`src/design/daq_pkg.sv`:
```
// System sizing for the data-acquisition control path.
// Import wherever channel counts or clock rates are needed.

package daq_pkg;

  //////////////////////////////
  // channel sizing
  //////////////////////////////

  // one LMH6401 per input channel
  localparam int CHANNELS = 8;

  localparam int CHAN_IDX_W = $clog2(CHANNELS);

  typedef logic [CHAN_IDX_W-1:0] chan_idx_t;

  //////////////////////////////
  // clocking
  //////////////////////////////

  // processing-system clock, the only domain in this path
  localparam int PS_CLK_FREQ = 100_000_000;

  // target sck rate for the amplifier config bus
  localparam int SPI_CLK_FREQ = 1_000_000;

endpackage

```
`src/design/lmh6401_pkg.sv`:
```
// LMH6401 SPI frame format and serializer timing constants.
// Shared by the command queue, the shifter and the top level.

package lmh6401_pkg;

  //////////////////////////////
  // frame format
  //////////////////////////////

  // 16-bit frame, sent MSB first, content is opaque here
  localparam int FRAME_BITS = 16;

  typedef logic [FRAME_BITS-1:0] spi_word_t;

  //////////////////////////////
  // sck timing
  //////////////////////////////

  // ps_clk cycles per sck half period
  localparam int SCK_HALF_CYCLES = daq_pkg::PS_CLK_FREQ / (2 * daq_pkg::SPI_CLK_FREQ);

  localparam int HALF_CNT_W = $clog2(SCK_HALF_CYCLES);

  // wide enough to hold FRAME_BITS itself
  localparam int BIT_CNT_W = $clog2(FRAME_BITS) + 1;

  //////////////////////////////
  // command queue
  //////////////////////////////

  localparam int CMD_QUEUE_DEPTH = 4;

  localparam int Q_PTR_W = $clog2(CMD_QUEUE_DEPTH);

  // occupancy needs to reach CMD_QUEUE_DEPTH
  localparam int Q_CNT_W = $clog2(CMD_QUEUE_DEPTH + 1);

  // serializer FSM
  typedef enum logic [2:0] {
    SPI_IDLE,
    SPI_SETUP,
    SPI_SHIFT,
    SPI_HOLD,
    SPI_GAP
  } spi_state_e;

endpackage

```
`src/design/lmh6401_cmd_queue.sv`:
```
// Small FIFO of pending gain commands, frame word plus channel index.
// Host pushes with valid/ready, the serializer pops the head entry.
// Push and pop may happen in the same cycle.

`timescale 1ns/1ps

module lmh6401_cmd_queue (
  input  logic                   ps_clk,
  input  logic                   arst_n,
  input  lmh6401_pkg::spi_word_t cmd_data,
  input  daq_pkg::chan_idx_t     cmd_chan,
  input  logic                   cmd_valid,
  output logic                   cmd_ready,
  output lmh6401_pkg::spi_word_t q_data,
  output daq_pkg::chan_idx_t     q_chan,
  output logic                   q_valid,
  input  logic                   frame_ready
);
  import daq_pkg::*;
  import lmh6401_pkg::*;

  // storage
  spi_word_t data_mem [CMD_QUEUE_DEPTH];
  chan_idx_t chan_mem [CMD_QUEUE_DEPTH];

  logic [Q_PTR_W-1:0] wr_ptr;
  logic [Q_PTR_W-1:0] rd_ptr;
  logic [Q_CNT_W-1:0] count;
  logic               push;
  logic               pop;

  // ready only looks at occupancy, not at a pop in this cycle
  assign cmd_ready = (count != Q_CNT_W'(CMD_QUEUE_DEPTH));
  assign q_valid   = (count != '0);

  assign push = cmd_valid && cmd_ready;
  assign pop  = q_valid && frame_ready;

  // head entry
  assign q_data = data_mem[rd_ptr];
  assign q_chan = chan_mem[rd_ptr];

  always_ff @(posedge ps_clk) begin
    if (push) begin
      data_mem[wr_ptr] <= cmd_data;
      chan_mem[wr_ptr] <= cmd_chan;
    end
  end

  //////////////////////////////
  // pointers and occupancy
  //////////////////////////////

  always_ff @(posedge ps_clk or negedge arst_n) begin
    if (!arst_n) begin
      wr_ptr <= '0;
      rd_ptr <= '0;
    end else begin
      if (push) begin
        if (wr_ptr == Q_PTR_W'(CMD_QUEUE_DEPTH - 1)) begin
          wr_ptr <= '0;
        end else begin
          wr_ptr <= wr_ptr + 1'b1;
        end
      end
      if (pop) begin
        if (rd_ptr == Q_PTR_W'(CMD_QUEUE_DEPTH - 1)) begin
          rd_ptr <= '0;
        end else begin
          rd_ptr <= rd_ptr + 1'b1;
        end
      end
    end
  end

  always_ff @(posedge ps_clk or negedge arst_n) begin
    if (!arst_n) begin
      count <= '0;
    end else begin
      case ({push, pop})
        2'b10:   count <= count + 1'b1;
        2'b01:   count <= count - 1'b1;
        // both or neither, occupancy unchanged
        default: count <= count;
      endcase
    end
  end

endmodule

```
`src/design/lmh6401_spi_shifter.sv`:
```
// SPI mode 0 serializer for the LMH6401 gain amplifiers.
// Takes one frame from the queue, selects the addressed chip and shifts
// the word out MSB first with sck idle low. All pins are registered.

`timescale 1ns/1ps

module lmh6401_spi_shifter (
  input  logic                         ps_clk,
  input  logic                         arst_n,
  input  lmh6401_pkg::spi_word_t       q_data,
  input  daq_pkg::chan_idx_t           q_chan,
  input  logic                         q_valid,
  output logic                         frame_ready,
  output logic [daq_pkg::CHANNELS-1:0] lmh6401_cs_n,
  output logic                         lmh6401_sck,
  output logic                         lmh6401_sdi
);
  import daq_pkg::*;
  import lmh6401_pkg::*;

  spi_state_e            state;
  logic [HALF_CNT_W-1:0] half_cnt;
  logic [BIT_CNT_W-1:0]  bit_cnt;
  spi_word_t             shift_reg;
  logic                  half_done;
  logic                  last_bit;
  logic                  start;
  logic                  bit_advance;

  // only take a new frame when fully idle
  assign frame_ready = (state == SPI_IDLE);
  assign start       = frame_ready && q_valid;

  assign half_done = (half_cnt == HALF_CNT_W'(SCK_HALF_CYCLES - 1));
  assign last_bit  = (bit_cnt == BIT_CNT_W'(FRAME_BITS - 1));

  // end of a high half with more bits to go
  assign bit_advance = (state == SPI_SHIFT) && half_done && lmh6401_sck && !last_bit;

  //////////////////////////////
  // half-period timer
  //////////////////////////////

  // runs in every state but idle, restarts each half period
  always_ff @(posedge ps_clk or negedge arst_n) begin
    if (!arst_n) begin
      half_cnt <= '0;
    end else if (state == SPI_IDLE || half_done) begin
      half_cnt <= '0;
    end else begin
      half_cnt <= half_cnt + 1'b1;
    end
  end

  //////////////////////////////
  // frame data
  //////////////////////////////

  // MSB of shift_reg always matches sdi while shifting
  always_ff @(posedge ps_clk) begin
    if (start) begin
      shift_reg <= q_data;
    end else if (bit_advance) begin
      shift_reg <= {shift_reg[FRAME_BITS-2:0], 1'b0};
    end
  end

  //////////////////////////////
  // control FSM and pins
  //////////////////////////////

  always_ff @(posedge ps_clk or negedge arst_n) begin
    if (!arst_n) begin
      state        <= SPI_IDLE;
      bit_cnt      <= '0;
      lmh6401_cs_n <= '1;
      lmh6401_sck  <= 1'b0;
      lmh6401_sdi  <= 1'b0;
    end else begin
      case (state)
        SPI_IDLE: begin
          if (start) begin
            state        <= SPI_SETUP;
            bit_cnt      <= '0;
            // one-hot select of the addressed amplifier
            lmh6401_cs_n <= ~(CHANNELS'(1) << q_chan);
            lmh6401_sdi  <= q_data[FRAME_BITS-1];
          end
        end
        // cs low, first bit already on sdi
        SPI_SETUP: begin
          if (half_done) begin
            state <= SPI_SHIFT;
          end
        end
        SPI_SHIFT: begin
          if (half_done) begin
            if (!lmh6401_sck) begin
              // rising edge, slave samples here
              lmh6401_sck <= 1'b1;
            end else begin
              lmh6401_sck <= 1'b0;
              if (last_bit) begin
                state <= SPI_HOLD;
              end else begin
                // next bit at the start of the low half
                bit_cnt     <= bit_cnt + 1'b1;
                lmh6401_sdi <= shift_reg[FRAME_BITS-2];
              end
            end
          end
        end
        SPI_HOLD: begin
          if (half_done) begin
            state        <= SPI_GAP;
            lmh6401_cs_n <= '1;
            lmh6401_sdi  <= 1'b0;
          end
        end
        // bus idle before the next frame
        SPI_GAP: begin
          if (half_done) begin
            state <= SPI_IDLE;
          end
        end
        default: begin
          state        <= SPI_IDLE;
          lmh6401_cs_n <= '1;
          lmh6401_sck  <= 1'b0;
        end
      endcase
    end
  end

endmodule

```
`src/design/lmh6401_ctrl_top.sv`:
```
// Preamp gain control path, host commands in and LMH6401 SPI pins out.
// A command queue feeds one SPI serializer, all on ps_clk.

`timescale 1ns/1ps

module lmh6401_ctrl_top (
  input  logic                         ps_clk,
  input  logic                         arst_n,
  input  lmh6401_pkg::spi_word_t       cmd_data,
  input  daq_pkg::chan_idx_t           cmd_chan,
  input  logic                         cmd_valid,
  output logic                         cmd_ready,
  output logic [daq_pkg::CHANNELS-1:0] lmh6401_cs_n,
  output logic                         lmh6401_sck,
  output logic                         lmh6401_sdi
);
  import daq_pkg::*;
  import lmh6401_pkg::*;

  // queue head towards the serializer
  spi_word_t q_data;
  chan_idx_t q_chan;
  logic      q_valid;
  logic      frame_ready;

  lmh6401_cmd_queue i_cmd_queue (
    .ps_clk      (ps_clk),
    .arst_n      (arst_n),
    .cmd_data    (cmd_data),
    .cmd_chan    (cmd_chan),
    .cmd_valid   (cmd_valid),
    .cmd_ready   (cmd_ready),
    .q_data      (q_data),
    .q_chan      (q_chan),
    .q_valid     (q_valid),
    .frame_ready (frame_ready)
  );

  lmh6401_spi_shifter i_spi_shifter (
    .ps_clk       (ps_clk),
    .arst_n       (arst_n),
    .q_data       (q_data),
    .q_chan       (q_chan),
    .q_valid      (q_valid),
    .frame_ready  (frame_ready),
    .lmh6401_cs_n (lmh6401_cs_n),
    .lmh6401_sck  (lmh6401_sck),
    .lmh6401_sdi  (lmh6401_sdi)
  );

endmodule

```
`config.mk`:
```
export PLATFORM = sky130hd
export DESIGN_NAME = lmh6401_ctrl_top
export DESIGN_NICKNAME = d
export VERILOG_FILES = /design/src/design/daq_pkg.sv /design/src/design/lmh6401_pkg.sv /design/src/design/lmh6401_cmd_queue.sv /design/src/design/lmh6401_spi_shifter.sv /design/src/design/lmh6401_ctrl_top.sv
export SDC_FILE = /design/constraint.sdc
export NUM_CORES = 1
export LEC_CHECK = 0
export BUFFER_PORTS_ARGS = -buffer_cell sky130_fd_sc_hd__buf_4
export CAP_MARGIN = 0
export CORE_UTILIZATION = 30
export CTS_CLUSTER_DIAMETER = 120
export DETAILED_ROUTE_END_ITERATION = 10
export GPL_TIMING_DRIVEN = 0
export PLACE_DENSITY = 0.49
export SETUP_SLACK_MARGIN = 0.4
export SLEW_MARGIN = 10
export SYNTH_ARGS = -nofsm -noshare
export SYNTH_HDL_FRONTEND = slang
export SYNTH_SLANG_ARGS = --single-unit
```
`constraint.sdc`:
```
create_clock -name ps_clk -period 4.2 [get_ports ps_clk]
set_input_delay 0 -clock ps_clk [delete_from_list [all_inputs] [get_ports ps_clk]]
set_output_delay 0 -clock ps_clk [all_outputs]
set_load 0.05 [all_outputs]
```
* Word-level counts from Yosys, hierarchy flattened
Memory sizes are Yosys's and may differ from the RTL's. Cells that the tools add are included.
Word-level totals: bits in registers 46, RAM bits 76, input bits 22, output and inout bits 11, logic and storage cells 94, memories kept 2
Cells by class: add/subtract/negate cells 6, equal/unequal tests 19, shift-type cells 1, mux-type cells 33, bitwise gates (word level) 3, reductions and logical operators 20
Memory list:
- i_cmd_queue.data_mem | depth 4, width 16, rd ports 1, clocked after memory_dff 0, write ports 1, RTL line lmh6401_cmd_queue.sv:23 | spi_word_t data_mem [CMD_QUEUE_DEPTH];
- i_cmd_queue.chan_mem | depth 4, width 3, rd ports 1, clocked after memory_dff 0, write ports 1, RTL line lmh6401_cmd_queue.sv:24 | chan_idx_t chan_mem [CMD_QUEUE_DEPTH];
Operators by type and width (number):
- $mux W15 | 2
- $pmux W8 S3 | 1
- $mux W3 | 7
- $mux W5 | 4
- $mux W8 | 2
- $pmux W3 S5 | 1
- $ne A2 B1 Y1 const B | 6
- $pmux W5 S2 | 1
- $mux W1 | 9
- $not A8 Y8 | 1
- $shl A1 B3 Y8 const A | 1
- $reduce_and A7 Y1 | 1
- $add A6 B1 Y6 const B | 1
- $eq A2 B2 Y1 const B | 3
- $eq A3 B2 Y1 const B | 2
- $eq A6 B6 Y1 const B | 1
- $mux W6 | 1
- $pmux W3 S2 | 1
- $reduce_and A6 Y1 | 1
- $reduce_bool A2 Y1 | 3
- $reduce_bool A3 Y1 | 2
- $add A5 B1 Y5 const B | 1
- $eq A5 B4 Y1 const B | 1
- $logic_and A1 B1 Y1 | 5
- 20 further kinds | 24

* Logic depth before layout (Yosys ltp)
Gate-level depths: netlist of the first run.
depth in word-level cells 6, gate-level depth with buffers 12, gate-level depth less buffers 10

* Cells and area by module
From an unflattened synthesis of the first run, not the netlist that was laid out.
Unflattened totals: cell total of the unflattened synthesis 297, area total of the unflattened synthesis 5131.2 um2
Modules (own cells, without submodules):
- lmh6401_cmd_queue | times used 1, cells an instance 139, area an instance 3193.1 um2, sequential area each 2457.4 um2
- lmh6401_spi_shifter | times used 1, cells an instance 158, area an instance 1938.1 um2, sequential area each 1061.0 um2

* Worst setup path after synthesis of the first run
OpenSTA, ideal clock, no wires.
path kind reg-to-reg, start reg i_spi_shifter.state[1], end reg i_cmd_queue.count[2], setup time 0.079 ns, arrival 2.391 ns, data required time 4.121 ns, path slack 1.729 ns, stages on the path, launching flop included 13, path buffers 3, period minus slack after synthesis 2.471 ns, cells stage by stage dfrtp_1 buf_6 or3_4 or2_1 buf_6 clkinv_4 buf_4 ha_1 inv_1 fa_1 xor2_1 nor2_1 xor2_1
On the way: longest elaborated chain between the ends 4, elaborated cells on any way between the ends 6, those cells by class 2 x eq/ne; 1 x mux; 3 x reduce/logical
Ends and longest elaborated chain:
- start, declared | RTL line lmh6401_spi_shifter.sv:21 | spi_state_e state;
- start signal, assigned | RTL line lmh6401_spi_shifter.sv:74 | state <= SPI_IDLE;
- start signal, assigned | RTL line lmh6401_spi_shifter.sv:83 | state <= SPI_SETUP;
- start signal, assigned | RTL line lmh6401_spi_shifter.sv:93 | state <= SPI_SHIFT;
- $logic_not A3 Y1 * | RTL line lmh6401_spi_shifter.sv:31 | assign frame_ready = (state == SPI_IDLE);
- $logic_and A1 B1 Y1 * | RTL line lmh6401_cmd_queue.sv:37 | assign pop = q_valid && frame_ready;
- $eq A2 B1 Y1 or $eq A2 B2 Y1 (tied branches) | RTL line lmh6401_cmd_queue.sv:80 | case ({push, pop})
- $pmux W3 S2 or $reduce_bool A2 Y1 (tied branches)
- end signal, assigned | RTL line lmh6401_cmd_queue.sv:81 | 2'b10: count <= count + 1'b1;
- end signal, assigned | RTL line lmh6401_cmd_queue.sv:82 | 2'b01: count <= count - 1'b1;
- end signal, assigned | RTL line lmh6401_cmd_queue.sv:84 | default: count <= count;
- end, declared | RTL line lmh6401_cmd_queue.sv:28 | logic [Q_CNT_W-1:0] count;
Every way passes the cells marked *; elsewhere a longest branch is shown, timed or not. A chain may end at the register's enable or synchronous reset.

* Worst setup path after layout of the first run
Ends and elaborated chain as after synthesis.

==> results.json, run 1 <==
{
  "grt_antenna_before_repair": 0,
  "finalSetupViolations": 0,
  "route.detailed.wl_per_inst_um": 15.1,
  "criticalPathCategory": "register to register",
  "drt_drc_violations_left": 0,
  "cts.sink_count": 122,
  "multi_input_comb_area_um2": 1400,
  "row_count": 47,
  "fillers": 1560,
  "power.static_leakage_nw": 2.38,
  "postSynth.topFlopCell": "sky130_fd_sc_hd__edfxtp_1",
  "clk_pin_slew_worst_paths_ps": 50,
  "worst-slew-pin-transition_ps": 1130,
  "synth_enable_flop_cells": 91,
  "fin_setup_tns_ps": 0,
  "reg2reg_depth": 12,
  "synth.ff_latch_count": 122,
  "critical_path_required_ps": 4530,
  "synth_async_sr_flop_share_pct": 25.4,
  "cell_taking_the_most_area_after_synthesis": "sky130_fd_sc_hd__edfxtp_1",
  "vias_in_the_first_global_route": 2871,
  "worstPathCellList": "buf_6, or3_4, or2_1, buf_6, clkinv_4, buf_4, ha_1, inv_1, fa_1, xor2_1, nor2_1, xor2_1",
  "power_density_nw_per_um2": 671,
  "irDropWorstVdd_v": 0.000318,
  "worst_path_largest_cell_delay_ps": 390,
  "final_nets": 427,
  "global_route.overflow_total": 0,
  "postCtsSetupBuffers": 0,
  "worst_skew_pair.late_latency_ps": 410,
  "final_cell_mix": "sky130_fd_sc_hd__edfxtp_1 (91), sky130_fd_sc_hd__nand2_1 (57), sky130_fd_sc_hd__buf_4 (34)",
  "critPathMaxFanout": 10,
  "max_freq_ghz": 0.380,
  "synth.net_count": 356,
  "detail_route.iter0.violations": 146,
  "hold_path_class": "input pin to asynchronous set/reset pin",
  "synth_top_cells_by_area": "sky130_fd_sc_hd__edfxtp_1 (54%), sky130_fd_sc_hd__dfrtp_1 (11%), sky130_fd_sc_hd__mux4_2 (8.5%)",
  "synth.cell_area_um2": 5050,
  "synthCells": 323,
  "dieHeight_um": 132,
  "routed_via_count_divided_by_cell_count": 4.49,
  "sum_of_internal_switching_and_leakage_power_w": 0.00425,
  "vias": 2810,
  "drt_first_pass_iters": 4,
  "area_of_all_sequential_standard_cells_um2": 3520,
  "io_buffer_count": 32,
  "final_max_slew_viol_count": 0,
  "globalRouteTotalUtil_pct": 12.0,
  "worstSetupEndpointType": "register",
  "wirelength_um": 9440,
  "post-route-cell-area_um2": 6340,
  "rsz0062_at_grt": "false",
  "syn_to_final_growth_pct": 25.4,
  "clock_skew_ps": 14.1,
  "fin_crit_ps": 2630,
  "synth_cell_type_count": 49,
  "synth.yosys.seq_area_share_pct": 69.6,
  "die_x_um": 132,
  "critical_path.slowest_cell": "sky130_fd_sc_hd__or3_4",
  "grt_first_pass_wirelength_um": 15400,
  "critical_path.startpoint_type": "register",
  "hpwl_after_dpl_um": 5880,
  "pin_count_of_the_biggest_net_entering_global_routing": 32,
  "die-area_um2": 17400,
  "final_min_period_over_clock_period_pct": 62.6,
  "routabilityCongestion": 0.709,
  "cts.htree.levels": 4,
  "status": "finished, final reports clean",
  "slew_headroom_pct": 24.5,
  "initial_core_util_pct": 30.6,
  "num_antenna_cells": 0,
  "final_hold_viol_count": 0,
  "crit_arrival_ps": 2960,
  "tritoncts": "built",
  "flip_flop_count_of_the_largest_register_all_copies_and_words_added": 64,
  "layout_commonest_cell": "sky130_fd_sc_hd__edfxtp_1",
  "cp-endpoint": "i_cmd_queue.count[2]$_DFFE_PN0P_",
  "placeableCoreArea_um2": 16500,
  "yosys_warnings": 0,
  "post_route_cells_drive_above_1_share_pct": 24.6,
  "synth_largest_type_area_fraction_pct": 54.1,
  "numCtsBuffers": 17,
  "reg2reg_from": "i_spi_shifter.state[1]$_DFFE_PN0P_",
  "dpl-instance-area_um2": 5570,
  "final_antenna_net_count": 0,
  "cts_buffer_depth": 2,
  "syn_avg_cell_area_um2": 15.6,
  "r2r_setup_slack_ps": 1570,
  "max_cap_viol_count": 0,
  "clockRootBuffer": "sky130_fd_sc_hd__clkbuf_16",
  "worst_setup_path_startpoint": "i_spi_shifter.state[1]$_DFFE_PN0P_",
  "reg_to_reg_end": "i_cmd_queue.count[2]$_DFFE_PN0P_",
  "pin_count": 33
}
cells by family (layout without fill, tap and decap cells):
group / after synthesis / in the layout / synth area share [%]
buffers and inverters: 24 / 107 / 2.67
muxes: 24 / 24 / 9.73
and+or+nand+nor: 110 / 110 / 9.96
AOI/OAI and AO/OA: 24 / 24 / 3.74
adders and majority gates: 11 / 11 / 2.87
xor gates and xnor gates: 8 / 8 / 1.39
DFF: 122 / 122 / 69.6
area by class of cell:
type	count	share of cell area, %
Sequential cell	122	55.5
Inverter	13	0.849
Timing Repair Buffer	52	6.95
Multi-Input combinational cell	177	22.1
Buffer	11	1.28
Clock inverter	9	1.95
Tap cell	220	4.34
Clock buffer	22	7.01
cell usage after synthesis, types with 4 or more instances:
cell type	instances
sky130_fd_sc_hd__nand3_1	9
sky130_fd_sc_hd__dfstp_2	8
sky130_fd_sc_hd__inv_1	12
sky130_fd_sc_hd__xnor2_1	5
sky130_fd_sc_hd__buf_6	4
sky130_fd_sc_hd__nor2b_1	4
sky130_fd_sc_hd__nor2_1	16
sky130_fd_sc_hd__ha_1	10
sky130_fd_sc_hd__dfrtp_1	23
sky130_fd_sc_hd__and3_1	6
sky130_fd_sc_hd__mux4_2	19
sky130_fd_sc_hd__edfxtp_1	91
sky130_fd_sc_hd__nand2_1	57
sky130_fd_sc_hd__o21ai_0	4
sky130_fd_sc_hd__nor3_1	5
critical path: cells and delay by family, from the launching register on:
family                   cells  cell delay [ps]
XOR/XNOR                     2              300
buffers and inverters        5              580
flip-flops                   1              370
AND/OR/NAND/NOR              3              740
adder cells (fa/ha/maj)      2              560
stage by stage:
stage               instances  hold slack, ps  util [%]  setup slack, ps
floorplan                 323            -296         -             1730
global placement          575           -30.5      33.7             1590
detailed placement        575           -23.4      33.7             1580
CTS                       626            55.4      38.3             1560
global route              626            76.7      38.3             1440
finish                    626            73.3      38.3             1570
report_power, final:
group	total (W)	switching, W	internal, W
registers	0.00173	0.000121	0.00161
clock network	0.00142	0.000493	0.000923
logic	0.00110	0.000637	0.000466
total	0.00425	0.00125	0.00300
worst min path at each step:
stage	end	start	depth (start not counted)	slack, ps
2_1_floorplan	i_cmd_queue.count[0]$_DFFE_PN0P_	arst_n	0	-300
3_3_place_gp	i_spi_shifter.state[1]$_DFFE_PN0P_	arst_n	1	-30
3_5_place_dp	i_cmd_queue.rd_ptr[0]$_DFFE_PN0N_	arst_n	1	-20
4_1_cts	i_cmd_queue.wr_ptr[0]$_DFFE_PN0P_	cmd_valid	3	60
5_1_grt	i_cmd_queue.wr_ptr[0]$_DFFE_PN0P_	cmd_valid	3	80
6_report	i_spi_shifter.state[1]$_DFFE_PN0P_	arst_n	2	70
per-layer routing:
| metal | GRT usage [%] | wire, um | vias to the layer above |
|---|---|---|---|
| met5 | 0 | 0 | - |
| met4 | 5.23 | 113 | 0 |
| met3 | 4.42 | 343 | 9 |
| met2 | 18.6 | 4490 | 41 |
| met1 | 15.2 | 4500 | 1412 |
| li1 | - | - | 1348 |
timing repair:
item,4_1_cts,5_1_grt
hold buffers,20,0
endpoints found under the hold margin,107,0
setup endpoints to repair,0,0
resized for setup,0,0
(Power assumes the default switching activity.)
==> run 2, diff against run 1 <==
clock period = 2.7 ns   (was 4.2 ns; I/O delays follow)
==> results.json, run 2 (synthesized netlist as in run 1, its figures left out) <==
{
  "globalRouteTotalUtil_pct": 12.1,
  "max_freq_ghz": 0.429,
  "syn_to_final_growth_pct": 27.9,
  "final_cell_count_no_fill": 633,
  "worstPathCellList": "buf_6, or3_4, or2_1, buf_6, clkinv_4, buf_8, ha_4, inv_2, fa_2, xor2_1, nor2_1, xor2_1",
  "critPathMaxFanout": 2,
  "dieHeight_um": 132,
  "flip_flop_count_of_the_largest_register_all_copies_and_words_added": 64,
  "irDropWorstVdd_v": 0.000604,
  "dpl-instance-area_um2": 5590,
  "final_core_util_pct": 39.1,
  "fin_setup_tns_ps": 0,
  "internal_power_w": 0.00471,
  "pwr-share-comb_pct": 26.2,
  "route.detailed.wl_per_inst_um": 15.1,
  "layout_commonest_cell": "sky130_fd_sc_hd__edfxtp_1",
  "clk_pin_slew_worst_paths_ps": 60,
  "detail_route.iter0.violations": 160,
  "slew_headroom_pct": 22.8,
  "power.static_leakage_nw": 2.41,
  "post_route_cells_drive_above_1_share_pct": 28.8,
  "vias_in_the_first_global_route": 2954,
  "grt_first_pass_wirelength_um": 15800,
  "final_min_period_over_clock_period_pct": 86.4,
  "crit_arrival_ps": 2660,
  "final_max_slew_viol_count": 0,
  "cts_buffer_depth": 2,
  "fillers": 1537,
  "worstSetupEndpointType": "register",
  "die-area_um2": 17400,
  "critical_path.slowest_cell": "sky130_fd_sc_hd__dfrtp_1",
  "critical_path.startpoint_type": "register",
  "pin_count_of_the_biggest_net_entering_global_routing": 32,
  "criticalPathCategory": "register to register",
  "post-route-cell-area_um2": 6460,
  "finalSetupViolations": 0,
  "max_cap_viol_count": 0,
  "total_switching_power_w": 0.00204,
  "cts.htree.levels": 4,
  "hold_path_class": "input pin to register",
  "dpl.cell_count": 575,
  "num_antenna_cells": 0,
  "area_of_all_sequential_standard_cells_um2": 3520,
  "placeableCoreArea_um2": 16500,
  "clockRootBuffer": "sky130_fd_sc_hd__clkbuf_16",
  "drt_first_pass_iters": 4,
  "wirelength_um": 9560,
  "status": "finished, final reports clean",
  "worst_skew_pair.late_latency_ps": 410,
  "routabilityCongestion": 0.730,
  "fin_crit_ps": 2330,
  "cts.sink_count": 122,
  "die_x_um": 132,
  "critical_path_required_ps": 3020,
  "power_density_nw_per_um2": 1050,
  "clock_skew_ps": 12.1,
  "rsz0062_at_grt": "true",
  "pin_count": 33,
  "final_nets": 433,
  "final_cell_mix": "sky130_fd_sc_hd__edfxtp_1 (91), sky130_fd_sc_hd__nand2_1 (57), sky130_fd_sc_hd__buf_4 (38)",
  "drt_drc_violations_left": 0,
  "numCtsBuffers": 17,
  "p_clk_share_pct": 33.9,
  "switching_fraction_pct": 30.3,
  "worst_path_largest_cell_delay_ps": 380,
  "multi_input_comb_area_um2": 1430,
  "final_antenna_net_count": 0,
  "pwr-share-seq_pct": 40.0,
  "global_route.overflow_total": 0,
  "grt_antenna_before_repair": 0,
  "initial_core_util_pct": 30.6,
  "tritoncts": "built",
  "vias": 2805,
  "worst-slew-pin-transition_ps": 1160,
  "row_count": 47,
  "io_buffer_count": 32,
  "routed_via_count_divided_by_cell_count": 4.43,
  "hpwl_after_dpl_um": 5770,
  "final_hold_viol_count": 0
}
[run 2: cell types whose count changed in the layout (fill, tap and decap cells not counted), sizes merged]
cell,change
buf,+6
clkinv,+1
clkbuf,-5
clkinvlp,+3
inv,+2
[run 2: path summary, 6_finish.rpt]
| check | start | to | slack, ps | cells past startpoint |
|---|---|---|---|---|
| setup / recovery | i_spi_shifter.state[1]$_DFFE_PN0P_ | i_cmd_queue.count[2]$_DFFE_PN0P_ | 370 | 12 |
| hold / removal | cmd_valid | i_cmd_queue.wr_ptr[0]$_DFFE_PN0P_ | 60 | 3 |
| min in group asynchronous | arst_n | i_spi_shifter.state[1]$_DFFE_PN0P_ | 70 | 2 |
| setup reg to reg | i_spi_shifter.state[1]$_DFFE_PN0P_ | i_cmd_queue.count[2]$_DFFE_PN0P_ | 370 | 12 |
| max in group asynchronous | arst_n | i_spi_shifter.lmh6401_cs_n[1]$_DFFE_PN1P_ | 2300 | 2 |
| hold reg to reg | i_spi_shifter.bit_cnt[4]$_DFFE_PN0P_ | i_spi_shifter.bit_cnt[4]$_DFFE_PN0P_ | 500 | 2 |
[run 2: metal layers]
layer	vias to the layer above	track usage (%)	part of all wire (%)
li1	1355	-	-
met1	1402	15.2	48
met2	37	19.4	48
met3	11	3.65	2.5
met4	0	5.04	1.2
met5	-	0	0
[run 2: layout make-up]
| class | instances | area share [%] |
|---|---|---|
| sequential | 122 | 54.4 |
| inverter | 13 | 0.890 |
| tap | 220 | 4.26 |
| clock buffer | 17 | 6.58 |
| clock inverter | 15 | 2.67 |
| multi-input combinational | 177 | 22.1 |
| buffer | 11 | 1.37 |
| timing repair buffer | 58 | 7.70 |
[run 2: timing repair]
action                     CTS  global route
hold endpoints to repair   107             0
hold buffers                20             0
gates resized for setup      3             3
pin swaps                    4             3
setup endpoints to repair   17            17
buffers inserted             6             0
[run 2: worst max-delay path, delay by kind of cell (launching register included)]
family,cells,cell delay [ps]
XOR/XNOR,2,290
adder cells (fa/ha/maj),2,450
buffers and inverters,5,410
flip-flops,1,380
AND/OR/NAND/NOR,3,710
[run 2: through the flow]
| stage | hold slack, ps | worst slack [ps] | total power (W) |
|---|---|---|---|
| after floorplan | -296 | 355 | 0.00398 |
| after global placement | -29.7 | 228 | 0.00447 |
| after detailed placement | -25.8 | 164 | 0.00451 |
| after CTS | 43.9 | 332 | 0.00686 |
| after global routing | 49.6 | 276 | 0.00711 |
| final | 58.2 | 368 | 0.00676 |
[run 2: power by group through the flow]
stage / logic (W) / clock network [W] / registers (W)
after floorplan: 0.00108 / 0 / 0.00290
after global placement: 0.00175 / 0 / 0.00272
after detailed placement: 0.00177 / 0 / 0.00274
after CTS: 0.00182 / 0.00233 / 0.00271
after global routing: 0.00194 / 0.00242 / 0.00275
final: 0.00177 / 0.00229 / 0.00270
